<file path="src/common/lsu_pkg.sv">
`default_nettype none

package lsu_pkg;

   // Register file values and indices
   typedef logic [31:0] xlen_data_t;
   typedef logic [4:0]  reg_addr_t;

   // Load operation, anything but NONE is a load
   typedef enum logic [2:0] {
      LD_OPS_NONE = 3'd0,
      LD_OPS_LB   = 3'd1,
      LD_OPS_LBU  = 3'd2,
      LD_OPS_LH   = 3'd3,
      LD_OPS_LHU  = 3'd4,
      LD_OPS_LW   = 3'd5
   } ld_ops_e;

   typedef enum logic [1:0] {
      ST_OPS_NONE = 2'd0,
      ST_OPS_SB   = 2'd1,
      ST_OPS_SH   = 2'd2,
      ST_OPS_SW   = 2'd3
   } st_ops_e;

   // Source of the value written back to rd
   typedef enum logic [1:0] {
      RD_WRB_ALU     = 2'd0,
      RD_WRB_MEM     = 2'd1,
      RD_WRB_PC_NEXT = 2'd2
   } rd_wrb_sel_e;

endpackage : lsu_pkg

`default_nettype wire
</file>
<file path="src/rtl/lsu_wrb.sv">
`default_nettype none

module lsu_wrb import lsu_pkg::*; (
   input  logic        clk,
   input  logic        rst_i,

   // Bypass items from lsu
   input  logic        byp_valid_i,
   output logic        byp_ready_o,
   input  xlen_data_t  byp_alu_result_i,
   input  xlen_data_t  byp_pc_next_i,
   input  reg_addr_t   byp_rd_addr_i,
   input  logic        byp_rd_wr_req_i,
   input  rd_wrb_sel_e byp_rd_wrb_sel_i,
   input  logic        byp_misaligned_i,

   // Completed memory operations
   input  logic        ld_valid_i,
   input  xlen_data_t  ld_data_i,
   input  reg_addr_t   ld_rd_addr_i,
   input  logic        ld_rd_wr_req_i,

   output logic        wrb_valid_o,
   output logic        wrb_rd_wr_o,
   output reg_addr_t   wrb_rd_addr_o,
   output xlen_data_t  wrb_data_o,
   output logic        exc_o,
   output xlen_data_t  exc_addr_o
);

   logic       byp_xfer;
   logic       byp_ok;
   xlen_data_t byp_data;

   // Nothing downstream can stall this stage
   assign byp_ready_o = 1'b1;
   assign byp_xfer    = byp_valid_i && byp_ready_o;
   assign byp_ok      = byp_xfer && !byp_misaligned_i;

   always_comb begin
      case (byp_rd_wrb_sel_i)
         RD_WRB_PC_NEXT: byp_data = byp_pc_next_i;
         default:        byp_data = byp_alu_result_i;
      endcase
   end

   always_ff @(posedge clk) begin
      if (rst_i) begin
         wrb_valid_o <= 1'b0;
         wrb_rd_wr_o <= 1'b0;
         exc_o       <= 1'b0;
      end else begin
         wrb_valid_o <= ld_valid_i || byp_ok;
         wrb_rd_wr_o <= ld_valid_i ? ld_rd_wr_req_i : (byp_ok && byp_rd_wr_req_i);
         exc_o       <= byp_xfer && byp_misaligned_i;
      end
   end

   // Load path items always carry memory data
   always_ff @(posedge clk) begin
      if (ld_valid_i) begin
         wrb_rd_addr_o <= ld_rd_addr_i;
         wrb_data_o    <= ld_data_i;
      end else if (byp_xfer) begin
         wrb_rd_addr_o <= byp_rd_addr_i;
         wrb_data_o    <= byp_data;
         exc_addr_o    <= byp_alu_result_i;
      end
   end

endmodule : lsu_wrb

`default_nettype wire

</file>
<file path="config.mk">
export PLATFORM = sky130hd
export DESIGN_NAME = lsu_wrb
export DESIGN_NICKNAME = d
export VERILOG_FILES = /design/src/common/lsu_pkg.sv /design/src/rtl/lsu_wrb.sv
export SDC_FILE = /design/constraint.sdc
export NUM_CORES = 1
export LEC_CHECK = 0
export BUFFER_PORTS_ARGS = -buffer_cell sky130_fd_sc_hd__buf_2
export CAP_MARGIN = 10
export CORE_MARGIN = 2
export CORE_UTILIZATION = 40
export CTS_CLUSTER_DIAMETER = 120
export CTS_CLUSTER_SIZE = 14
export DETAILED_ROUTE_END_ITERATION = 10
export GPL_TIMING_DRIVEN = 1
export PLACE_DENSITY = 0.77
export SLEW_MARGIN = 20
export SYNTH_ARGS = -nofsm -noshare
export SYNTH_HDL_FRONTEND = slang
export SYNTH_SLANG_ARGS = --single-unit
</file>
<file path="constraint.sdc">
create_clock -name clk -period 2.3 [get_ports clk]
set_input_delay 0 -clock clk [delete_from_list [all_inputs] [get_ports clk]]
set_output_delay 0 -clock clk [all_outputs]
set_load 0.02 [all_outputs]
</file>
# After elaboration in Yosys (flattened, before gate mapping)
# Cells that the tools add are included.
totals:
  elab_cells: 21
  reg_bits: 72
  in_bits: 115
  out_inout_bits: 73
classes:
  n_reduce_logical: 7
  n_mux: 6
  bitwise: 1
  eq_ne: 1
op_table:
  columns: ["operator", "n"]
  rows:
  - ["$mux W32", 3]
  - ["$mux W5", 2]
  - ["$logic_and A1 B1 Y1", 3]
  - ["$eq A2 B2 Y1 const B", 1]
  - ["$reduce_and A2 Y1", 1]
  - ["$reduce_bool A2 Y1", 1]
  - ["$logic_not A1 Y1", 1]
  - ["$logic_or A1 B1 Y1", 1]
  - ["$mux W1", 1]
  - ["$not A1 Y1", 1]

# Logic depth before layout (Yosys ltp)
depth:
  ltp_word: 4
  depth_mapped: 4
  mapped_depth_nobuf: 2

# Least setup slack after synthesis
# Ideal clock, no wire load.
synth_timing:
  path_type: "input-to-reg"
  from: "in ld_valid_i"
  to: "reg exc_addr_o[0] (enable)"
  t_required_ps: 1875
  t_arrival_ps: 1734
  setup_time_ps: 425
  stages: 3
  path_buffers: 2
  setup_slack_ps: 141
  path_cell_list: "buf_2 -> buf_6 -> nor2b_1"
synth_via:
  elab_chain_len: 2
synth_lines:
  columns: ["item", "line_no", "text"]
  rows:
  - ["from (decl)", "lsu_wrb.sv:18", "input logic ld_valid_i,"]
  - ["$not A1 Y1 (no line)", null, null]
  - ["$reduce_and A2 Y1 (no line)", null, null]
  - ["to (signal assigned)", "lsu_wrb.sv:67", "exc_addr_o <= byp_alu_result_i;"]
  - ["to (decl)", "lsu_wrb.sv:28", "output xlen_data_t exc_addr_o"]
# Every way passes these cells.
# A chain may end at the register's enable or synchronous reset.

# Final worst setup path
layout_timing:
  from: "in ld_valid_i"
  to: "reg wrb_rd_addr_o[1], data pin"
layout_via:
  elab_chain_len: 1
layout_lines:
  columns: ["item", "line_no", "text"]
  rows:
  - ["$mux W5", "lsu_wrb.sv:61", "if (ld_valid_i) begin"]
  - ["to (signal assigned)", "lsu_wrb.sv:62", "wrb_rd_addr_o <= ld_rd_addr_i;"]
  - ["to (signal assigned)", "lsu_wrb.sv:65", "wrb_rd_addr_o <= byp_rd_addr_i;"]
  - ["to (decl)", "lsu_wrb.sv:25", "output reg_addr_t wrb_rd_addr_o,"]
# Every way passes these cells.

==> impl_metrics.json <==
{
  "hold_slack_ns": 0.0115,
  "die_width_um": 94.0,
  "setup-violations-final": 0,
  "syn_inst": 238,
  "routed_wl_mm": 9.60,
  "ios": 188,
  "final.min_clock_period_ns": 1.63,
  "globalplace.congestion": 0.815,
  "grt_util_all_layers_pct": 22.0,
  "die_area_um2": 8830,
  "antenna_found_initial": 0,
  "cts_buffers": 9,
  "hp-class": "input pin to flop",
  "grt_max_degree": 37,
  "p_sw_w": 0.000854,
  "hpwl_mm": 6.15,
  "drtIter0Drc": 118,
  "fin_nets": 619,
  "cts_max_path_buffers": 2,
  "area_growth_pct": 63.0,
  "synth_area_per_cell_um2": 13.6,
  "ys_seq_area_share_pct": 65.8,
  "final_max_slew_viol_count": 0,
  "synth_area_leaders": "edfxtp_1 64%, nand4bb_1 11%, o311ai_1 8.1%",
  "critical_path_class": "input pin to flop",
  "drt_pass1_iterations": 4,
  "clock-sinks": 72,
  "fillers": 573,
  "cts_tree": "built",
  "rows": 32,
  "hold_viol": 0,
  "path_max_fanout": 36,
  "antennaDiodeCount": 0,
  "fin_crit_sh_pct": 70.8,
  "peakVddDrop_mv": 0.339,
  "rsz0062_at_grt": "false",
  "synth_nets": 353,
  "routedWlPerCell_um": 15.7,
  "status": "finished clean",
  "via_count": 3003,
  "critPathSlowestCell": "dlygate4sd3_1",
  "endpoint_kind": "flop",
  "cp_data_required_time_ns": 2.38,
  "portBuffers": 186,
  "drive_gt1_share_pct": 41.7,
  "cp_cell_sequence": "buf_2 -> buf_4 -> mux2_1 -> dlygate4sd3_1",
  "cts_htree_levels": 3,
  "cp-start-kind": "input pin",
  "synth_cell_types": 21,
  "slowest_delay_ns": 0.56,
  "core_area_um2": 7770,
  "yosysTopAreaCellShare_pct": 64.0,
  "maxSlewHeadroom_pct": 56.5,
  "synthesis.area_um2": 3240,
  "start_util_pct": 41.7,
  "pwr-share-clk_pct": 31.3,
  "max_freq_mhz": 614,
  "power_density_nw_per_um2": 633,
  "yosys.area.top_type": "edfxtp_1",
  "die_h_um": 94.0,
  "dp.cells": 515,
  "final_cell_count_no_fill": 610,
  "yosysWarnings": 0,
  "power_frac_seq_pct": 48.1,
  "clk_pin_slew_ns": 0.07,
  "finalSetupTns_ns": 0,
  "ys_ff_latch": 72,
  "crit_arrival_ns": 1.71,
  "root_buffer": "clkbuf_8",
  "leakage_nw": 2.35,
  "cts_setup_buffers": 0,
  "drtAntennaViolNets": 0,
  "via_per_inst": 4.92,
  "pwr-share-comb_pct": 20.6,
  "p_int_w": 0.00249,
  "sw_frac_of_total_pct": 25.6,
  "drc_errors": 0,
  "max_slew.worst_pin.slew_ns": 0.652,
  "grt_pass1_wl_mm": 14.8,
  "overflow": 0,
  "drv_cap": 0,
  "grt_pass1_vias": 3138
}
==> cell families (layout without fill, tap and decap cells) <==
group           after synthesis  in the layout  synth area share, %
other cells                   1              1                0.116
compound gates               34             34                 8.96
simple gates                 72             72                 16.4
mux                           5              5                 1.74
flops                        72             72                 65.8
buf+inv                      54            324                 6.99
==> worst paths after layout <==
check / start / cells past startpoint / end / slack [ns]
hold / removal: byp_pc_next_i[15] / 3 / wrb_data_o[15] / 0.01
setup / recovery: ld_valid_i / 4 / wrb_rd_addr_o[1] / 0.67
==> per-stage QoR <==
step	power (W)	setup WS [ns]	area [um2]	utilization, %
3_3_place_gp	0.00220	0.874	4280	55.1
6_report	0.00334	0.671	5280	68.0
3_5_place_dp	0.00221	0.814	4280	55.1
5_1_grt	0.00347	0.592	5280	68.0
4_1_cts	0.00336	0.682	5280	68.0
2_1_floorplan	0.00195	0.141	3240	-
==> timing repair <==
action | CTS | global route
hold buffers | 80 | 0
resized for setup | 0 | 0
hold endpoints to repair | 72 | 0
==> power by group through the flow <==
stage / Combinational, W / Clock, W / Sequential, W
floorplan: 0.000152 / 0 / 0.00180
global placement: 0.000567 / 0 / 0.00163
detailed placement: 0.000578 / 0 / 0.00164
CTS: 0.000685 / 0.00107 / 0.00161
global route: 0.000740 / 0.00111 / 0.00162
finish: 0.000687 / 0.00105 / 0.00161
==> sequential cells by signal, summed over array words and instances, names as in the netlist <==
| register | flops |
|---|---|
| wrb_data_o | 32 |
| exc_o | 1 |
| wrb_rd_wr_o | 1 |
| wrb_rd_addr_o | 5 |
| exc_addr_o | 32 |
| wrb_valid_o | 1 |
==> synthesized netlist by cell type <==
master	number
a21oi_1	2
buf_1	1
buf_2	7
buf_4	2
buf_6	1
clkbuf_1	10
conb_1	1
dfxtp_1	3
edfxtp_1	69
inv_1	33
mux2_1	4
mux2_2	1
nand2_1	34
nand2b_1	1
nand4bb_1	33
nor2_1	1
nor2b_1	1
nor2b_2	1
o311ai_0	2
o311ai_1	30
or2_2	1
==> worst max-delay path, delay by kind of cell <==
| kind | cells | cell delay, ns |
|---|---|---|
| buffers and inverters | 3 | 1.34 |
| multiplexers | 1 | 0.35 |
==> cell usage in the layout (no fill, tap or decap), types with 3 or more instances in the layout <==
cell type	netlist	layout
o311ai_1	30	30
inv_1	33	33
edfxtp_1	69	69
dfxtp_1	3	3
mux2_1	4	4
dlygate4sd3_1	0	80
buf_2	7	186
nand4bb_1	33	33
clkbuf_8	0	9
buf_4	2	10
nand2_1	34	34
==> area by class of cell <==
| type | instances | area (um2) | area share (%) |
|---|---|---|---|
| clock inverters | 5 | 72.6 | 1.37 |
| repair buffers | 276 | 1810 | 34.2 |
| multi-input cells | 112 | 888 | 16.8 |
| flip-flops and latches | 72 | 2130 | 40.4 |
| well taps | 102 | 128 | 2.42 |
| clock buffers | 10 | 128 | 2.42 |
| inverters | 33 | 124 | 2.35 |
==> metal layers <==
metal | up-vias | track usage, % | share of wire (%)
li1 | 1438 | - | -
met1 | 1415 | 24.2 | 38
met2 | 136 | 40.7 | 53
met3 | 14 | 5.38 | 6.7
met4 | 0 | 8.21 | 1.7
met5 | - | 0 | 0
(Power assumes the default switching activity.)
