$ cat config.mk
export PLATFORM = sky130hd
export DESIGN_NAME = lsu_dbus_ctrl
export DESIGN_NICKNAME = d
export VERILOG_FILES = /design/src/common/dbus_pkg.sv /design/src/common/lsu_pkg.sv /design/src/lsu/lsu_dbus_ctrl.sv
export SDC_FILE = /design/constraint.sdc
export NUM_CORES = 1
export LEC_CHECK = 0
export ABC_AREA = 1
export ABC_CLOCK_PERIOD_IN_PS = 2400
export BUFFER_PORTS_ARGS = -buffer_cell sky130_fd_sc_hd__buf_2
export CORE_AREA = 2 2 114 116
export CTS_CLUSTER_SIZE = 10
export DETAILED_ROUTE_END_ITERATION = 8
export DIE_AREA = 0 0 116 118
export PLACE_DENSITY_LB_ADDON = 0.2
export SLEW_MARGIN = 10
export SYNTH_ARGS = -nofsm -noshare
export SYNTH_HDL_FRONTEND = slang
export SYNTH_SLANG_ARGS = --single-unit
$ cat constraint.sdc
create_clock -name clk -period 2.4 [get_ports clk]
set_clock_uncertainty 0.05 [all_clocks]
set_input_delay 0.12 -clock clk [delete_from_list [all_inputs] [get_ports clk]]
set_output_delay 0.12 -clock clk [all_outputs]
set_load 0.1 [all_outputs]
$ cat src/common/dbus_pkg.sv
`default_nettype none

package dbus_pkg;

   typedef logic [31:0] dbus_addr_t;
   typedef logic [31:0] dbus_word_t;

   // One enable bit per byte lane
   typedef logic [3:0]  dbus_be_t;

   // Bus master sequence, request then wait for ack to drop
   typedef enum logic [1:0] {
      DBUS_IDLE    = 2'd0,
      DBUS_REQ     = 2'd1,
      DBUS_RELEASE = 2'd2
   } dbus_state_e;

endpackage : dbus_pkg

`default_nettype wire

$ cat src/common/lsu_pkg.sv
`default_nettype none

package lsu_pkg;

   // Register file values and indices
   typedef logic [31:0] xlen_data_t;
   typedef logic [4:0]  reg_addr_t;

   // Load operation, anything but NONE is a load
   typedef enum logic [2:0] {
      LD_OPS_NONE = 3'd0,
      LD_OPS_LB   = 3'd1,
      LD_OPS_LBU  = 3'd2,
      LD_OPS_LH   = 3'd3,
      LD_OPS_LHU  = 3'd4,
      LD_OPS_LW   = 3'd5
   } ld_ops_e;

   typedef enum logic [1:0] {
      ST_OPS_NONE = 2'd0,
      ST_OPS_SB   = 2'd1,
      ST_OPS_SH   = 2'd2,
      ST_OPS_SW   = 2'd3
   } st_ops_e;

   // Source of the value written back to rd
   typedef enum logic [1:0] {
      RD_WRB_ALU     = 2'd0,
      RD_WRB_MEM     = 2'd1,
      RD_WRB_PC_NEXT = 2'd2
   } rd_wrb_sel_e;

endpackage : lsu_pkg

`default_nettype wire
$ cat src/lsu/lsu_dbus_ctrl.sv
`default_nettype none

module lsu_dbus_ctrl import lsu_pkg::*, dbus_pkg::*; (
   input  logic       clk,
   input  logic       rst_i,

   // Memory operation from lsu
   input  logic       mem_valid_i,
   output logic       mem_ready_o,
   input  dbus_addr_t mem_addr_i,
   input  dbus_word_t mem_wdata_i,
   input  dbus_be_t   mem_be_i,
   input  logic       mem_we_i,
   input  ld_ops_e    mem_ld_ops_i,
   input  reg_addr_t  mem_rd_addr_i,
   input  logic       mem_rd_wr_req_i,

   // Data bus master
   output logic       dbus_req_o,
   input  logic       dbus_ack_i,
   output dbus_addr_t dbus_addr_o,
   output logic       dbus_we_o,
   output dbus_be_t   dbus_be_o,
   output dbus_word_t dbus_wdata_o,
   input  dbus_word_t dbus_rdata_i,

   // Extension path in lsu
   output dbus_word_t ld_raw_o,
   output ld_ops_e    ld_raw_ops_o,
   output logic [1:0] ld_raw_addr_lo_o,
   input  xlen_data_t ld_data_i,

   // Result to writeback
   output logic       ld_valid_o,
   output xlen_data_t ld_data_o,
   output reg_addr_t  ld_rd_addr_o,
   output logic       ld_rd_wr_req_o
);

   dbus_state_e state;
   logic        accept;
   logic        ack_seen;
   logic        ld_valid_q;
   xlen_data_t  ld_data_q;

   dbus_addr_t  op_addr_q;
   dbus_word_t  op_wdata_q;
   dbus_be_t    op_be_q;
   logic        op_we_q;
   ld_ops_e     op_ld_ops_q;
   reg_addr_t   op_rd_addr_q;
   logic        op_rd_wr_req_q;

   assign mem_ready_o = (state == DBUS_IDLE);
   assign accept      = mem_valid_i && mem_ready_o;
   assign ack_seen    = (state == DBUS_REQ) && dbus_ack_i;

   always_ff @(posedge clk) begin
      if (rst_i) begin
         state      <= DBUS_IDLE;
         ld_valid_q <= 1'b0;
      end else begin
         ld_valid_q <= ack_seen;
         case (state)
            DBUS_IDLE: begin
               if (accept) begin
                  state <= DBUS_REQ;
               end
            end
            DBUS_REQ: begin
               if (dbus_ack_i) begin
                  state <= DBUS_RELEASE;
               end
            end
            // Hold off until the slave has dropped ack
            DBUS_RELEASE: begin
               if (!dbus_ack_i) begin
                  state <= DBUS_IDLE;
               end
            end
            default: state <= DBUS_IDLE;
         endcase
      end
   end

   always_ff @(posedge clk) begin
      if (accept) begin
         op_addr_q      <= mem_addr_i;
         op_wdata_q     <= mem_wdata_i;
         op_be_q        <= mem_be_i;
         op_we_q        <= mem_we_i;
         op_ld_ops_q    <= mem_ld_ops_i;
         op_rd_addr_q   <= mem_rd_addr_i;
         op_rd_wr_req_q <= mem_rd_wr_req_i;
      end
      if (ack_seen) begin
         ld_data_q <= ld_data_i;
      end
   end

   assign dbus_req_o   = (state == DBUS_REQ);
   assign dbus_addr_o  = op_addr_q;
   assign dbus_we_o    = op_we_q;
   assign dbus_be_o    = op_be_q;
   assign dbus_wdata_o = op_wdata_q;

   assign ld_raw_o         = dbus_rdata_i;
   assign ld_raw_ops_o     = op_ld_ops_q;
   assign ld_raw_addr_lo_o = op_addr_q[1:0];

   // A store completes with its register write disabled
   assign ld_valid_o     = ld_valid_q;
   assign ld_data_o      = ld_data_q;
   assign ld_rd_addr_o   = op_rd_addr_q;
   assign ld_rd_wr_req_o = op_rd_wr_req_q && (op_ld_ops_q != LD_OPS_NONE);

endmodule : lsu_dbus_ctrl

`default_nettype wire

After elaboration in Yosys (flattened, before gate mapping):

Index checks and enable logic that the tools add are counted.
W data, S select, Z words.

* register bits: 113
* input bits: 146
* output and inout port bits: 147
* word-level logic and storage cells: 25

* equality and inequality tests: 5
* multiplexer cells: 4
* reductions and logical operators: 6

Operator list (number)
* $mux W2: 3
* $pmux W2 S3: 1
* $ne A2 B1 Y1 const B: 2
* $logic_and A1 B1 Y1: 3
* $reduce_and A3 Y1: 1
* $reduce_bool A3 Y1: 1
* $eq A2 B1 Y1 const B: 1
* $eq A2 B2 Y1 const B: 1
* $logic_not A2 Y1: 1
* $ne A2 B2 Y1 const B: 1

Depth between registers and ports, before layout:

* depth in word-level cells: 4
* mapped depth: 3
* gate-level depth less buffers: 3

Worst setup path after synthesis:

OpenSTA, ideal clock, no wires.

* kind: reg-to-reg
* start point: register state[1]
* end point: register op_addr_q[0], in the netlist dbus_addr_o[0], enable pin
* setup time: 432 ps
* arrival time: 2858 ps
* required time: 1918 ps
* slack: -939 ps
* stages on the path, launching flop included: 4
* path buffers: 0
* clock period less this slack: 3339 ps
* cells stage by stage: dfxtp_1 -> nor2_2 -> nand2_2 -> inv_1

* longest elaborated chain between the ends: 2

Ends and longest elaborated chain
* from (decl): line lsu_dbus_ctrl.sv:40 `dbus_state_e state;`
* from (signal assigned): line lsu_dbus_ctrl.sv:60 `state <= DBUS_IDLE;`
* from (signal assigned): line lsu_dbus_ctrl.sv:67 `state <= DBUS_REQ;`
* from (signal assigned): line lsu_dbus_ctrl.sv:72 `state <= DBUS_RELEASE;`
* $logic_not A2 Y1: line lsu_dbus_ctrl.sv:54 `assign mem_ready_o = (state == DBUS_IDLE);`
* via mem_ready_o: line lsu_dbus_ctrl.sv:9 `output logic mem_ready_o,`
* $logic_and A1 B1 Y1: line lsu_dbus_ctrl.sv:55 `assign accept = mem_valid_i && mem_ready_o;`
* via accept: line lsu_dbus_ctrl.sv:41 `logic accept;`
* to (signal assigned): line lsu_dbus_ctrl.sv:88 `op_addr_q <= mem_addr_i;`
* to (decl): line lsu_dbus_ctrl.sv:46 `dbus_addr_t op_addr_q;`

The timed path passes the listed nets, and every way through them passes these cells.
A chain may end at the register's enable or synchronous reset.

Final worst setup path:

* start point: register state[0]
* end point: register op_wdata_q[15], in the netlist dbus_wdata_o[15], enable pin

* longest elaborated chain between the ends: 2

Ends and longest elaborated chain
* $logic_not A2 Y1: line lsu_dbus_ctrl.sv:54
* $logic_and A1 B1 Y1: line lsu_dbus_ctrl.sv:55
* via accept: line lsu_dbus_ctrl.sv:41
* to (signal assigned): line lsu_dbus_ctrl.sv:89 `op_wdata_q <= mem_wdata_i;`
* to (decl): line lsu_dbus_ctrl.sv:47 `dbus_word_t op_wdata_q;`

The timed path passes the listed nets, and every way through them passes these cells.

==> results.md <==
- Maximum clock insertion buffer count: 2
- Total core area: ~12000 µm²
- Max IR drop VDD: 0.000410 V
- DRC viols: 0
- Worst EP required: approximately 2.5 ns
- Crit-path max FO: 32
- Total grt overflow: 0
- FILL cells: around 1100
- Port bufs: 228
- Clock tree sinks: around 110
- Total Nets Final: 640
- Vias in the first global route: 2941
- Worst relative slew slack: 66.2%
- DR pass1 iterations: 6
- Die area: roughly 14000 µm²
- Worst-path cell chain: nor2_4, nand2_2, clkinvlp_4, buf_12
- Setup CP Type: reg -> reg
- Final setup viols: 0
- First-pass GRT wire length: around 14 mm
- Yosys top cell by area: edfxtp_1
- Post-synth ARST share: 0%
- Gr busiest metal: met2
- Synth unique cells: 12
- DRC marker count from the first detailed-route iteration: 154
- Unrepaired setup endpoints after global routing: no
- Critical path's top delay family: buffers and inverters
- Initial Utilization: 29.8%
- Register bit total from synthesis: roughly 110
- Core Rows: approximately 40
- Routed wire per std cell: approximately 14 µm
- Max Freq: between 0.6 and 0.7 GHz
- Post-Syn Nets: around 310
- GR Util met3: between 8 and 9%
- Worst Tran Pin Value: around 0.51 ns
- Critical Path Sink Type: flop
- Final hold violations: 0
- Post_cts resized: 0
- Yosys Warn Count: 0
- Cell Area, Synth: between 3000 and 4000 µm²
- Met2 Use GR: between 20 and 25%
- Leak: 2.77 nW
- Vias: 2668
- Antenna diodes: 0
- Crit path arrival time: ~1.8 ns
- Clk slew on worst S/H paths: roughly 0.050 ns
- Die X: approximately 120 µm
- Placed instance area: just under 5000 µm²
- Max-cap check violation count: 0
- Pwr dens: between 900 and 1000 nW/µm²
- Startpoint Class: flop
- Final instance area: between 6000 and 7000 µm²
- Synthesis-to-layout area growth: 77.3%
- Post-synthesis sequential area ratio: between 90% and 100%
- Boundary Pins: 293
- Largest net degree at the start of global routing: 33
- Final Util: a little over half
- Later-pin clock latency in the skew report: approximately 0.40 ns
- Period minus WS final: around 1.7 ns
- Post-DR vias/cell: 3.94
- Detailed Place HPWL: between 6 and 7 mm
- Final ANT Viol Nets: 0
- Total track usage: ~14%
- Final wirelength: a little under 10 mm
- Number of synthesized flops with an enable pin: between 100 and 150
- GR Layer Usage met1: between 10% and 20%
- GPL Wtd Cong: around 0.73
- Syn Inst Count: 165
- Post-synth top flop: edfxtp_1
- Slew Limit Fails: 0
- Final Cycle Share: 69.0%
- Root Driver: clkbuf_16
- Most common cell in the synthesized netlist: edfxtp_1
- Dpl cells: 534
- Initial antenna violation count: 0
- Slowest CP cell: clkinvlp_4
- Die Y-Extent: approximately 120 µm
- CP peak stage delay: between 0.4 and 0.5 ns
- Worst hold path class: in -> out
- Critical path buffers and inverters: 2
- Status: finished, final reports clean
- Clock H-tree levels: 4
- Most frequent cells after synthesis: edfxtp_1, buf_4, inv_1
- Top cell type's share of synthesized area: 89.2%
- Share of layout cells above drive strength 1: around 53%
- Post-route insts no fill: 678
- CTS Buf Count: 17
- Most area-consuming cells after synthesis: edfxtp_1, buf_4, dfxtp_1, inv_1, nand2_1
- Synthesized area per cell: about 22 µm²
- Setup total negative slack: 0 ns
- CTS tree: yes
==> path summary, 6_finish.rpt <==
| path | to | start | cells past startpoint | slack (ns) |
|---|---|---|---|---|
| setup / recovery | dbus_wdata_o[15] | state[0] | 4 | 0.74 |
| hold / removal | ld_raw_o[0] | dbus_rdata_i[0] | 0 | 0.19 |
| setup reg to reg | dbus_wdata_o[15] | state[0] | 4 | 0.74 |
| hold reg to reg | state[1] | state[0] | 2 | 0.52 |
==> power breakdown <==
| part | leakage, nW | internal [mW] | switching, mW |
|---|---|---|---|
| logic | 1.44 | 0.272 | 0.961 |
| clock network | 0.268 | 1.52 | 0.854 |
| registers | 1.06 | 2.31 | 0.0294 |
==> registers in the layout (all words and copies together), names as in the netlist <==
name,cells
dbus_addr_o,32
dbus_wdata_o,32
ld_data_o,32
ld_rd_addr_o,5
dbus_be_o,4
ld_raw_ops_o,3
state,2
dbus_we_o,1
ld_valid_o,1
op_rd_wr_req_q,1
==> layout make-up <==
| class | instances | area [µm²] | share of cell area, % |
|---|---|---|---|
| Multi-Input combinational cell | 12 | 71.3 | 1.09 |
| Inverter | 6 | 26.3 | 0.400 |
| Clock inverter | 13 | 140 | 2.13 |
| Clock buffer | 18 | 429 | 6.54 |
| Timing Repair Buffer | 344 | 2320 | 35.3 |
| Sequential cell | 113 | 3360 | 51.2 |
| Tap cell | 172 | 215 | 3.28 |
==> logic make-up after synthesis <==
group | Yosys count | synth area share (%)
simple gates | 11 | 1.42
buf+inv | 40 | 7.50
flops | 113 | 90.8
compound gates | 1 | 0.237
==> per-layer routing <==
layer | vias up | routed length (µm)
li1 | 1244 | -
met1 | 1223 | 3400
met2 | 173 | 4790
met3 | 28 | 1210
met4 | 0 | 234
met5 | - | 0
==> worst register-to-register path: cells and delay by family (launching register included) <==
| family | cells | cell delay [ns] |
|---|---|---|
| flops | 1 | 0.40 |
| simple gates | 2 | 0.15 |
| buf+inv | 2 | 0.79 |
==> cells in the final DEF (no fill, tap or decap), drive strengths merged <==
master       synthesis  final
clkbuf               0     18
nand3                1      1
dlygate4sd3          0    113
bufinv               0      2
inv                  6      6
dfxtp                3      3
buf                 34    231
nand2                4      4
a21oi                1      1
nor3                 1      1
nor2                 4      4
clkinvlp             0      5
edfxtp             110    110
clkinv               0      6
nor3b                1      1
==> per-stage QoR <==
| step | hold slack, ns | setup slack (ns) | power (mW) |
|---|---|---|---|
| floorplan | 0.132 | 0.0747 | 3.49 |
| global placement | 0.191 | 0.742 | 3.46 |
| detailed placement | 0.191 | 0.701 | 3.47 |
| CTS | 0.191 | 0.694 | 6.01 |
| global route | 0.190 | 0.602 | 6.16 |
| finish | 0.190 | 0.743 | 5.94 |
==> repair_timing <==
item                                   in CTS  in global routing
setup endpoints to repair                   0                  0
setup buffers                               0                  0
endpoints found under the hold margin     113                  0
hold buffers                              113                  0
No activity file was read; power rests on OpenSTA's default activity.
