File: config.mk
export PLATFORM = sky130hd
export DESIGN_NAME = lsu
export DESIGN_NICKNAME = d
export VERILOG_FILES = /design/src/common/dbus_pkg.sv /design/src/common/lsu_pkg.sv /design/src/lsu/lsu.sv
export SDC_FILE = /design/constraint.sdc
export NUM_CORES = 1
export LEC_CHECK = 0
export ABC_AREA = 1
export ABC_CLOCK_PERIOD_IN_PS = 18590
export BUFFER_PORTS_ARGS = -buffer_cell sky130_fd_sc_hd__buf_2
export CAP_MARGIN = 20
export CORE_AREA = 2 2 130 132
export DETAILED_ROUTE_END_ITERATION = 12
export DIE_AREA = 0 0 132 134
export GPL_ROUTABILITY_DRIVEN = 0
export SYNTH_ARGS = -nofsm -noshare
export SYNTH_HDL_FRONTEND = slang
export SYNTH_SLANG_ARGS = --single-unit
File: constraint.sdc
create_clock -name clk -period 18.59 [get_ports clk]
set_clock_uncertainty 0.2 [all_clocks]
set_input_delay 1.859 -clock clk [delete_from_list [all_inputs] [get_ports clk]]
set_output_delay 1.859 -clock clk [all_outputs]
set_load 0.02 [all_outputs]
File: src/common/dbus_pkg.sv
`default_nettype none

package dbus_pkg;

   typedef logic [31:0] dbus_addr_t;
   typedef logic [31:0] dbus_word_t;

   // One enable bit per byte lane
   typedef logic [3:0]  dbus_be_t;

   // Bus master sequence, request then wait for ack to drop
   typedef enum logic [1:0] {
      DBUS_IDLE    = 2'd0,
      DBUS_REQ     = 2'd1,
      DBUS_RELEASE = 2'd2
   } dbus_state_e;

endpackage : dbus_pkg

`default_nettype wire

File: src/common/lsu_pkg.sv
`default_nettype none

package lsu_pkg;

   // Register file values and indices
   typedef logic [31:0] xlen_data_t;
   typedef logic [4:0]  reg_addr_t;

   // Load operation, anything but NONE is a load
   typedef enum logic [2:0] {
      LD_OPS_NONE = 3'd0,
      LD_OPS_LB   = 3'd1,
      LD_OPS_LBU  = 3'd2,
      LD_OPS_LH   = 3'd3,
      LD_OPS_LHU  = 3'd4,
      LD_OPS_LW   = 3'd5
   } ld_ops_e;

   typedef enum logic [1:0] {
      ST_OPS_NONE = 2'd0,
      ST_OPS_SB   = 2'd1,
      ST_OPS_SH   = 2'd2,
      ST_OPS_SW   = 2'd3
   } st_ops_e;

   // Source of the value written back to rd
   typedef enum logic [1:0] {
      RD_WRB_ALU     = 2'd0,
      RD_WRB_MEM     = 2'd1,
      RD_WRB_PC_NEXT = 2'd2
   } rd_wrb_sel_e;

endpackage : lsu_pkg

`default_nettype wire
File: src/lsu/lsu.sv
`default_nettype none

module lsu import lsu_pkg::*, dbus_pkg::*; (
   input  logic        clk,
   input  logic        rst_i,

   // Execute port, four-phase
   input  logic        exe_req_i,
   output logic        exe_ack_o,
   input  ld_ops_e     exe_ld_ops_i,
   input  st_ops_e     exe_st_ops_i,
   input  xlen_data_t  exe_alu_result_i,
   input  xlen_data_t  exe_rs2_data_i,
   input  xlen_data_t  exe_pc_next_i,
   input  reg_addr_t   exe_rd_addr_i,
   input  logic        exe_rd_wr_req_i,
   input  rd_wrb_sel_e exe_rd_wrb_sel_i,

   // Memory path to the bus controller
   output logic        mem_valid_o,
   input  logic        mem_ready_i,
   output dbus_addr_t  mem_addr_o,
   output dbus_word_t  mem_wdata_o,
   output dbus_be_t    mem_be_o,
   output logic        mem_we_o,
   output ld_ops_e     mem_ld_ops_o,
   output reg_addr_t   mem_rd_addr_o,
   output logic        mem_rd_wr_req_o,

   // Bypass path to writeback
   output logic        byp_valid_o,
   input  logic        byp_ready_i,
   output xlen_data_t  byp_alu_result_o,
   output xlen_data_t  byp_pc_next_o,
   output reg_addr_t   byp_rd_addr_o,
   output logic        byp_rd_wr_req_o,
   output rd_wrb_sel_e byp_rd_wrb_sel_o,
   output logic        byp_misaligned_o,

   // Load extension, driven by the bus controller
   input  dbus_word_t  ld_raw_i,
   input  ld_ops_e     ld_raw_ops_i,
   input  logic [1:0]  ld_raw_addr_lo_i,
   output xlen_data_t  ld_data_o
);

   logic        ack_q;
   logic        full_q;
   ld_ops_e     ld_ops_q;
   st_ops_e     st_ops_q;
   xlen_data_t  addr_q;
   xlen_data_t  rs2_q;
   xlen_data_t  pc_next_q;
   reg_addr_t   rd_addr_q;
   logic        rd_wr_req_q;
   rd_wrb_sel_e wrb_sel_q;

   logic        capture;
   logic        release_item;
   logic        is_mem;
   logic        is_half;
   logic        is_word;
   logic        misaligned;
   logic        mem_path;
   logic [7:0]  ld_byte;
   logic [15:0] ld_half;

   // Take a request only when empty and the previous one has been released
   assign capture = exe_req_i && !ack_q && !full_q;
   assign release_item = (mem_valid_o && mem_ready_i) || (byp_valid_o && byp_ready_i);

   always_ff @(posedge clk) begin
      if (rst_i) begin
         ack_q  <= 1'b0;
         full_q <= 1'b0;
      end else begin
         if (capture) begin
            ack_q <= 1'b1;
         end else if (!exe_req_i) begin
            ack_q <= 1'b0;
         end
         if (capture) begin
            full_q <= 1'b1;
         end else if (release_item) begin
            full_q <= 1'b0;
         end
      end
   end

   always_ff @(posedge clk) begin
      if (capture) begin
         ld_ops_q    <= exe_ld_ops_i;
         st_ops_q    <= exe_st_ops_i;
         addr_q      <= exe_alu_result_i;
         rs2_q       <= exe_rs2_data_i;
         pc_next_q   <= exe_pc_next_i;
         rd_addr_q   <= exe_rd_addr_i;
         rd_wr_req_q <= exe_rd_wr_req_i;
         wrb_sel_q   <= exe_rd_wrb_sel_i;
      end
   end

   assign exe_ack_o = ack_q;

   // Access size and alignment
   assign is_mem  = (ld_ops_q != LD_OPS_NONE) || (st_ops_q != ST_OPS_NONE);
   assign is_half = (ld_ops_q == LD_OPS_LH) || (ld_ops_q == LD_OPS_LHU) ||
                    (st_ops_q == ST_OPS_SH);
   assign is_word = (ld_ops_q == LD_OPS_LW) || (st_ops_q == ST_OPS_SW);
   assign misaligned = (is_half && addr_q[0]) || (is_word && (addr_q[1:0] != 2'b00));
   assign mem_path = is_mem && !misaligned;

   // Bypass waits for an idle bus controller so results stay in order
   assign mem_valid_o = full_q && mem_path;
   assign byp_valid_o = full_q && !mem_path && mem_ready_i;

   assign mem_addr_o      = addr_q;
   assign mem_we_o        = (st_ops_q != ST_OPS_NONE);
   assign mem_ld_ops_o    = ld_ops_q;
   assign mem_rd_addr_o   = rd_addr_q;
   assign mem_rd_wr_req_o = rd_wr_req_q;

   // Replicate store data across lanes, enables pick the lanes written
   always_comb begin
      mem_wdata_o = rs2_q;
      mem_be_o    = 4'b1111;
      if (is_half) begin
         mem_wdata_o = {2{rs2_q[15:0]}};
         mem_be_o    = addr_q[1] ? 4'b1100 : 4'b0011;
      end else if (!is_word) begin
         mem_wdata_o = {4{rs2_q[7:0]}};
         mem_be_o    = 4'b0001 << addr_q[1:0];
      end
   end

   assign byp_alu_result_o = addr_q;
   assign byp_pc_next_o    = pc_next_q;
   assign byp_rd_addr_o    = rd_addr_q;
   assign byp_rd_wr_req_o  = rd_wr_req_q;
   assign byp_rd_wrb_sel_o = wrb_sel_q;
   assign byp_misaligned_o = misaligned;

   // Pick the addressed byte or halfword and extend it
   always_comb begin
      ld_byte = ld_raw_i[8*ld_raw_addr_lo_i +: 8];
      ld_half = ld_raw_addr_lo_i[1] ? ld_raw_i[31:16] : ld_raw_i[15:0];
      case (ld_raw_ops_i)
         LD_OPS_LB:  ld_data_o = {{24{ld_byte[7]}}, ld_byte};
         LD_OPS_LBU: ld_data_o = {24'b0, ld_byte};
         LD_OPS_LH:  ld_data_o = {{16{ld_half[15]}}, ld_half};
         LD_OPS_LHU: ld_data_o = {16'b0, ld_half};
         LD_OPS_LW:  ld_data_o = ld_raw_i;
         default:    ld_data_o = '0;
      endcase
   end

endmodule : lsu

`default_nettype wire

Yosys cells after proc, flatten, opt, wreduce, memory -nomap -nowiden. Cells that the tools add are included.

Flip-flop bits (word level): 111. Input bits: 151. Output and inout port bits: 186. Word-level logic and storage cells: 58.

Equal/unequal tests: 11. Shifts and indexed selects: 2. Muxes and demuxes: 11. Reduce and logical (&&, ||, !) cells: 24.

Operators by type and width (count): one-hot mux 32 bit (5 select lines) (1); 2-to-1 mux 32 bit (2); variable part select 32 x 6 -> 8 bit (1); 2-to-1 mux 16 bit (1); equality test 3 bit (second input constant) (4); 2-to-1 mux 4 bit (3); logical AND 1 bit (10); equality test 3 x 2 -> 1 bit (second input constant) (3); logical OR 1 bit (6); nonzero test 2 bit (3); equality test 2 bit (second input constant) (2); zero test 1 bit (4); 2-to-1 mux 1 bit (4); << shifter 1 x 2 -> 4 bit (first input constant) (1); equality test 3 x 1 -> 1 bit (second input constant) (1); nonzero test 3 bit (1); inequality test 2 x 1 -> 1 bit (second input constant) (1).

Logic depth before layout (Yosys ltp). Gate-level depths: netlist (run 1).

Depth in word-level cells: 14. Gate-level depth with buffers: 10. Mapped depth without buffers: 8.

Worst setup path before layout (run 1). No wires, ideal clock.

Path kind: input-to-reg. Start point: input port exe_req_i. End point: register addr_q[0] (netlist: byp_alu_result_o[0]), enable pin. Setup time: 0.710 ns. Arrival time: 9.251 ns. Required time: 17.680 ns. Path slack: 8.430 ns. Stages on the path: 2. Buffers on the path: 0. Cells stage by stage: inv_1 nor3_1.

Cells in the longest elaborated chain, start to end: 2.

Ends and longest elaborated chain: start, declared (RTL line lsu.sv:8) `input logic exe_req_i,`; logical AND 1 bit (2 in series) (RTL line lsu.sv:69) `assign capture = exe_req_i && !ack_q && !full_q;`; named net capture (RTL line lsu.sv:58) `logic capture;`; end signal, assigned (RTL line lsu.sv:94) `addr_q <= exe_alu_result_i;`; end, declared (RTL line lsu.sv:51) `xlen_data_t addr_q;`.

The timed path passes the listed nets, and every way through them passes these cells. A chain may end at the register's enable or synchronous reset.

Worst setup path in the final report (run 1).
Start point: input port ld_raw_addr_lo_i[1]. End point: output port ld_data_o[20].

Cells in the longest elaborated chain, start to end: 2. Elaborated cells between the ends (all ways): 3. Classes of those cells: 1 x shift; 2 x mux.

Ends and longest elaborated chain: start, declared (RTL line lsu.sv:43) `input logic [1:0] ld_raw_addr_lo_i,`; variable part select 32 x 6 -> 8 bit or 2-to-1 mux 16 bit (tied branches) (RTL line lsu.sv:145, lsu.sv:146); one-hot mux 32 bit (5 select lines) (*) (RTL line lsu.sv:147) `case (ld_raw_ops_i)`; end, declared (RTL line lsu.sv:44) `output xlen_data_t ld_data_o`.

Mark *: on every way between the ends. The rest lies on a longest branch, timed or not.

==> impl_metrics.py, run 1 <==
metrics = {
    "yosys": {
        "yosysSeqAreaShare_pct": 65.9,
        "synth_flop_cell": "edfxtp_1",
        "synth_cell_types": 33,
        "synth_top_area_share_pct": 65.1,
        "synth_edf_count": 109,
        "synthTopCellsByCount": "nand2_1 (118), edfxtp_1 (109), buf_4 (46)",
        "avgSynthCellArea_um2": 11.8,
        "synth.cell_area_um2": 5030,
        "synth_fp_nets": 577,
        "synth_warnings": 0,
        "ys_async_sr_fraction_pct": 0,
        "synth_top_cell_by_area": "edfxtp_1",
        "synth.area.top_cells": "edfxtp_1 (65%), nand2_1 (8.8%), buf_4 (6.9%)",
        "synth_cells": 426,
        "post-synth-top-count-cell": "nand2_1",
        "synth_seq_cells": 111,
    },
    "final_layout": {
        "drive_gt1_share_pct": 54.6,
        "final_util_pct": 42.6,
        "nFillCells": 1613,
        "area_growth_pct": 38.0,
        "final_area_um2": 6940,
        "nNetsFinal": 868,
    },
    "hold_path": {
        "hold_path_end": "full_q$_SDFFE_PP0P_",
        "hold-path-cell-count": 2,
        "hold_start": "full_q$_SDFFE_PP0P_",
        "hold_path.class": "reg2reg",
    },
    "sta": {
        "finalSetupViolCount": 0,
        "rsz0062_at_grt": "false",
        "worst_pin_slew_ps": 994,
        "fmax_ghz": 0.177,
        "fin_setup_tns_ps": 0,
        "fin_crit_ps": 5640,
        "relSlewSlack_pct": 33.7,
        "finalHoldViolations": 0,
        "drv_slew": 0,
        "min_period_over_period_pct": 30.3,
    },
    "setup_path": {
        "crit_fanout": 19,
        "start_kind": "primary input",
        "crit_required_ps": 16530,
        "critical_path_class": "in2out",
        "reg2reg_slack_ps": 16170,
        "reg2reg_from": "full_q$_SDFFE_PP0P_",
        "reg2reg_to": "rs2_q[4]$_DFFE_PP_",
        "crit_arrival_ps": 3580,
        "reg2reg_depth": 3,
        "end_kind": "output pin",
    },
    "global_route": {
        "grt_overflow": 0,
        "antenna_found_initial": 1,
        "grt_max_degree": 81,
        "grt_pass1_wl_mm": 22.1,
        "grt_pass1_vias": 4108,
        "track_usage_pct": 16.5,
    },
    "detailed_routing": {
        "vias": 4175,
        "dr.first_iter.drc_count": 200,
        "avgRoutedWirePerCell_um": 15.9,
        "first_pass_iters": 6,
        "vias_per_cell": 4.43,
        "drt_drc_violations_left": 0,
        "wirelength_mm": 15.0,
        "ant_nets": 0,
    },
    "placed_design": {
        "dp_hpwl_mm": 11.9,
        "place_area_um2": 6580,
        "port_buffers": 336,
    },
    "floorplan": {
        "num_rows": 47,
        "core-area_um2": 16300,
        "initial_core_util_pct": 30.9,
        "ioPinCount": 337,
        "die_h_um": 134,
        "chipWidth_um": 132,
        "dieArea_um2": 17700,
    },
    "clock_tree": {
        "cts-resized-gates": 0,
        "cts_made_buffers": 9,
        "cts_tree": "built",
        "holdBufCountCts": 0,
        "clk_latency_ps": 350,
        "clkTransAtPathRegs_ps": 80,
        "cts_htree_levels": 3,
        "clock-sinks": 111,
        "cts-root-buf": "clkbuf_16",
        "cts_buffer_depth": 2,
        "postCtsSetupBuffers": 0,
    },
    "run": {
        "cap_violations": 0,
    },
    "pwr": {
        "p_leak_nw": 3.40,
        "ir_worst_vdd_uv": 60.2,
        "cellPowerDensity_nw_per_um2": 92.8,
    },
    "run_status": {
        "status": "finished clean",
    },
}
## layout by cell type (no fill, tap or decap), drive strengths merged, types with 2 or more instances in the layout
| cell | n |
|---|---|
| clkbuf | 9 |
| o211ai | 12 |
| nand2 | 121 |
| o21ai | 26 |
| clkinv | 3 |
| edfxtp | 109 |
| mux2i | 3 |
| inv | 31 |
| nand4 | 2 |
| or2 | 2 |
| buf | 340 |
| nand3 | 45 |
| a21oi | 3 |
| dfxtp | 2 |
| nor2 | 8 |
## logic make-up after synthesis
group | synth area share [%]
flops | 65.9
compound gates | 5.55
mux | 0.597
buf+inv | 10.7
simple gates | 17.2
## where the power goes
group | switching (mW) | total, mW | internal, mW
combinational | 0.0900 | 0.134 | 0.0435
clock | 0.0978 | 0.208 | 0.110
sequential | 0.00701 | 0.302 | 0.295
## metal layers
metal | GRT usage [%] | share of wire [%] | routed length [um]
met3 | 7.11 | 11 | 1640
met2 | 29.7 | 52 | 7780
met4 | 6.82 | 2.4 | 364
met5 | 0 | 0 | 0
met1 | 16.7 | 35 | 5250
## sequential cells by signal, summed over array words and instances, names as in the netlist
name,cells
st_ops_q,2
full_q,1
mem_ld_ops_o,3
byp_alu_result_o,32
byp_rd_wr_req_o,1
byp_pc_next_o,32
exe_ack_o,1
byp_rd_addr_o,5
byp_rd_wrb_sel_o,2
rs2_q,32
## worst max-delay path, cell delays in order
cell	delay [ps]
buf_2	330
inv_4	140
nand2_1	90
nand2_1	100
o21ai_2	140
or2_1	450
buf_16	220
nand3_2	70
buf_2	180
## worst max path at each step
stage                        startpoint                             to  cells past startpoint
floorplan                     exe_req_i  byp_alu_result_o[0]$_DFFE_PP_                      2
detailed placement  ld_raw_addr_lo_i[1]                  ld_data_o[23]                      8
finish              ld_raw_addr_lo_i[1]                  ld_data_o[20]                      9
CTS                 ld_raw_addr_lo_i[1]                  ld_data_o[23]                      8
global placement    ld_raw_addr_lo_i[1]                  ld_data_o[25]                      8
global route        ld_raw_addr_lo_i[1]                  ld_data_o[31]                      9
## through the flow
stage | total power [mW] | setup slack, ps | hold WS [ps] | std cells
after CTS | 0.652 | 12660 | 380 | 941
after detailed placement | 0.442 | 12650 | 373 | 925
after global placement | 0.441 | 12710 | 368 | 925
final | 0.644 | 12950 | 376 | 943
after floorplan | 0.395 | 8430 | 319 | 426
after global routing | 0.670 | 12770 | 418 | 943
## final cells by class
type | count | area, um^2 | area share (%)
Antenna cell | 1 | 2.50 | 0.0361
Clock buffer | 9 | 225 | 3.24
Clock inverter | 7 | 105 | 1.51
Inverter | 28 | 108 | 1.55
Multi-Input combinational cell | 227 | 1180 | 17.0
Sequential cell | 111 | 3310 | 47.7
Tap cell | 220 | 275 | 3.97
Timing Repair Buffer | 340 | 1730 | 25.0
(Power assumes the default switching activity.)
==> inputs of run 2 (changes only) <==
--- a/config.mk
+++ b/config.mk
@@ -5,13 +5,13 @@
 export SDC_FILE = /design/constraint.sdc
 export NUM_CORES = 1
 export LEC_CHECK = 0
-export ABC_AREA = 1
-export ABC_CLOCK_PERIOD_IN_PS = 18590
+export ABC_AREA = 0
+export ABC_CLOCK_PERIOD_IN_PS = 4600
 export BUFFER_PORTS_ARGS = -buffer_cell sky130_fd_sc_hd__buf_2
 export CAP_MARGIN = 20
-export CORE_AREA = 2 2 130 132
+export CORE_AREA = 2 2 133 135
 export DETAILED_ROUTE_END_ITERATION = 12
-export DIE_AREA = 0 0 132 134
+export DIE_AREA = 0 0 135 137
 export GPL_ROUTABILITY_DRIVEN = 0
 export SYNTH_ARGS = -nofsm -noshare
 export SYNTH_HDL_FRONTEND = slang
==> constraint.sdc (replaced) <==
create_clock -name clk -period 4.6 [get_ports clk]
set_clock_uncertainty 0.2 [all_clocks]
set_input_delay 0.46 -clock clk [delete_from_list [all_inputs] [get_ports clk]]
set_output_delay 0.46 -clock clk [all_outputs]
set_load 0.02 [all_outputs]
==> run 2 against run 1 <==
Combinational power rose to 4.2 times the previous value; die area rose by 4.6%; total power rose to 4.0 times the previous value; highest routed layer is now met5; largest power group unchanged; final cell count is 7.0% lower; sequential power increased to 4.1 times the previous value.
==> impl_metrics.py, run 2 <==
metrics = {
    "global_route": {
        "grt_pass1_vias": 4075,
        "antenna_found_initial": 2,
        "grt_pass1_wl_mm": 22.1,
        "grt_overflow": 0,
        "grt_max_degree": 80,
        "track_usage_pct": 16.0,
    },
    "setup_path": {
        "crit_arrival_ps": 2380,
        "critical_path_class": "reg2out",
        "critPathMaxStageDelay_ps": 700,
        "reg2reg_slack_ps": 2590,
        "cp_cell_sequence": "and3b_1 > nor3_2 > mux2_2 > buf_2",
        "start_kind": "flip-flop",
        "end_kind": "output pin",
        "crit_slowest_cell": "nor3_2",
        "crit_fanout": 8,
        "crit_required_ps": 3940,
    },
    "yosys": {
        "synth_edf_count": 109,
        "yosysSeqAreaShare_pct": 66.3,
        "synth_fp_nets": 509,
        "synth.cell_area_um2": 4990,
        "post-synth-top-count-cell": "edfxtp_1",
        "avgSynthCellArea_um2": 13.9,
        "synthTopCellsByCount": "edfxtp_1 (109), buf_4 (47), a21oi_1 (32), nand2_1 (32), mux2i_1 (22)",
        "ys_async_sr_fraction_pct": 0,
        "synth_warnings": 0,
        "synth_flop_cell": "edfxtp_1",
        "synth_cell_types": 44,
        "synth_top_area_share_pct": 65.5,
        "synth.area.top_cells": "edfxtp_1 (66%), buf_4 (7.1%), mux2i_1 (4.4%)",
        "synth_top_cell_by_area": "edfxtp_1",
        "synth_seq_cells": 111,
        "synth_cells": 358,
    },
    "sta": {
        "min_period_over_period_pct": 66.1,
        "rsz0062_at_grt": "false",
        "holdWs_ps": 74.0,
        "finalSetupViolCount": 0,
        "worst_pin_slew_ps": 999,
        "fin_setup_tns_ps": 0,
        "fin_crit_ps": 3040,
        "drv_slew": 0,
        "relSlewSlack_pct": 33.4,
        "fmax_ghz": 0.329,
        "finalHoldViolations": 0,
    },
    "final_layout": {
        "nFillCells": 1699,
        "nNetsFinal": 798,
        "diodes": 0,
        "drive_gt1_share_pct": 58.6,
        "area_growth_pct": 37.6,
        "layout_common_cells": "buf_2 (336), edfxtp_1 (109), a21oi_1 (32), nand2_1 (32), mux2i_1 (22)",
        "final_common_cell": "buf_2",
    },
    "pwr": {
        "seq_power_share_pct": 47.8,
        "power_frac_clock_pct": 30.6,
        "p_int_mw": 1.78,
        "p_comb_share_pct": 21.7,
        "p_leak_nw": 3.10,
        "cellPowerDensity_nw_per_um2": 376,
        "swShare_pct": 30.9,
        "p_sw_mw": 0.798,
        "ir_worst_vdd_uv": 317,
    },
    "detailed_routing": {
        "drt_drc_violations_left": 0,
        "first_pass_iters": 4,
        "vias_per_cell": 4.58,
        "dr.first_iter.drc_count": 143,
        "wirelength_mm": 15.6,
        "avgRoutedWirePerCell_um": 17.8,
        "ant_nets": 0,
        "vias": 4019,
    },
    "run": {
        "cap_violations": 0,
    },
    "clock_tree": {
        "cts_tree": "built",
        "cts_htree_levels": 3,
        "clkTransAtPathRegs_ps": 80,
        "cts-resized-gates": 0,
        "clk_latency_ps": 350,
        "postCtsSetupBuffers": 0,
        "cts-root-buf": "clkbuf_16",
        "cts_made_buffers": 9,
        "cts_buffer_depth": 2,
        "holdBufCountCts": 0,
        "clock-sinks": 111,
    },
    "floorplan": {
        "ioPinCount": 337,
        "core-area_um2": 17100,
        "num_rows": 48,
        "initial_core_util_pct": 29.3,
        "chipWidth_um": 135,
        "die_h_um": 137,
        "dieArea_um2": 18500,
    },
    "hold_path": {
        "hold_path.class": "in2reg",
    },
    "placed_design": {
        "port_buffers": 336,
        "dp_hpwl_mm": 12.5,
    },
    "run_status": {
        "status": "finished clean",
    },
}
[run 2: cell count changes in the layout (fill, tap and decap cells not counted), moves of 15 or more]
cell / change
nand2_1: -86
mux2i_1: +19
o21ai_1: -15
nand3_1: -22
mux2_2: +16
nand3_2: -21
a21oi_1: +30
[run 2: logic make-up (layout without fill, tap and decap cells)]
group                    count (synthesis)  after routing  synth area share (%)
AO/OA/AOI/OAI                           71             71                  9.37
multiplexers                            39             39                  8.47
flip-flops                             111            111                  66.3
AND/OR/NAND/NOR                         67             67                  6.49
buffers and inverters                   69            363                  9.12
adder cells (fa/ha/maj)                  1              1                 0.200
[run 2: final timing paths]
kind / from / end / cells after the start
worst max-delay path: mem_ld_ops_o[1]$_DFFE_PP_ / mem_wdata_o[13] / 4
worst min-delay path: exe_alu_result_i[27] / byp_alu_result_o[27]$_DFFE_PP_ / 1
worst max register to register: full_q$_SDFFE_PP0P_ / byp_pc_next_o[26]$_DFFE_PP_ / 2
worst min register to register: full_q$_SDFFE_PP0P_ / full_q$_SDFFE_PP0P_ / 2
[run 2: area by class of cell]
class,count,area (um^2),area share (%)
clock buffers,9,225,3.28
clock inverters,7,78.8,1.15
inverters,8,30.0,0.437
multi-input cells,178,1240,18.0
flip-flops and latches,111,3310,48.2
well taps,225,282,4.10
repair buffers,339,1700,24.8
[run 2: metal layers]
layer / track usage (%) / wire, um
met1: 16.3 / 5510
met2: 29.6 / 8200
met3: 5.70 / 1550
met4: 6.66 / 359
met5: 0 / 8
[run 2: power by group through the flow]
stage	combinational (mW)	clock (mW)	sequential [mW]
final	0.560	0.790	1.23
after global routing	0.600	0.842	1.24
after CTS	0.565	0.811	1.23
after detailed placement	0.564	0	1.26
after global placement	0.560	0	1.26
after floorplan	0.305	0	1.31
[run 2: stage by stage]
stage          setup WS, ps  std cells  utilization (%)  power (mW)  instance area, um^2
2_1_floorplan           699        358                -        1.62                 5000
3_3_place_gp           1710        861             38.5        1.82                 6570
3_5_place_dp           1660        861             38.5        1.82                 6570
4_1_cts                1470        877             40.3        2.61                 6870
5_1_grt                1410        877             40.3        2.68                 6870
6_report               1560        877             40.3        2.58                 6870
[run 2: worst max-delay path, delay by kind of cell, from the launching register on]
kind,cells,cell delay [ps]
buf+inv,1,160
flops,1,470
mux,1,430
simple gates,2,970
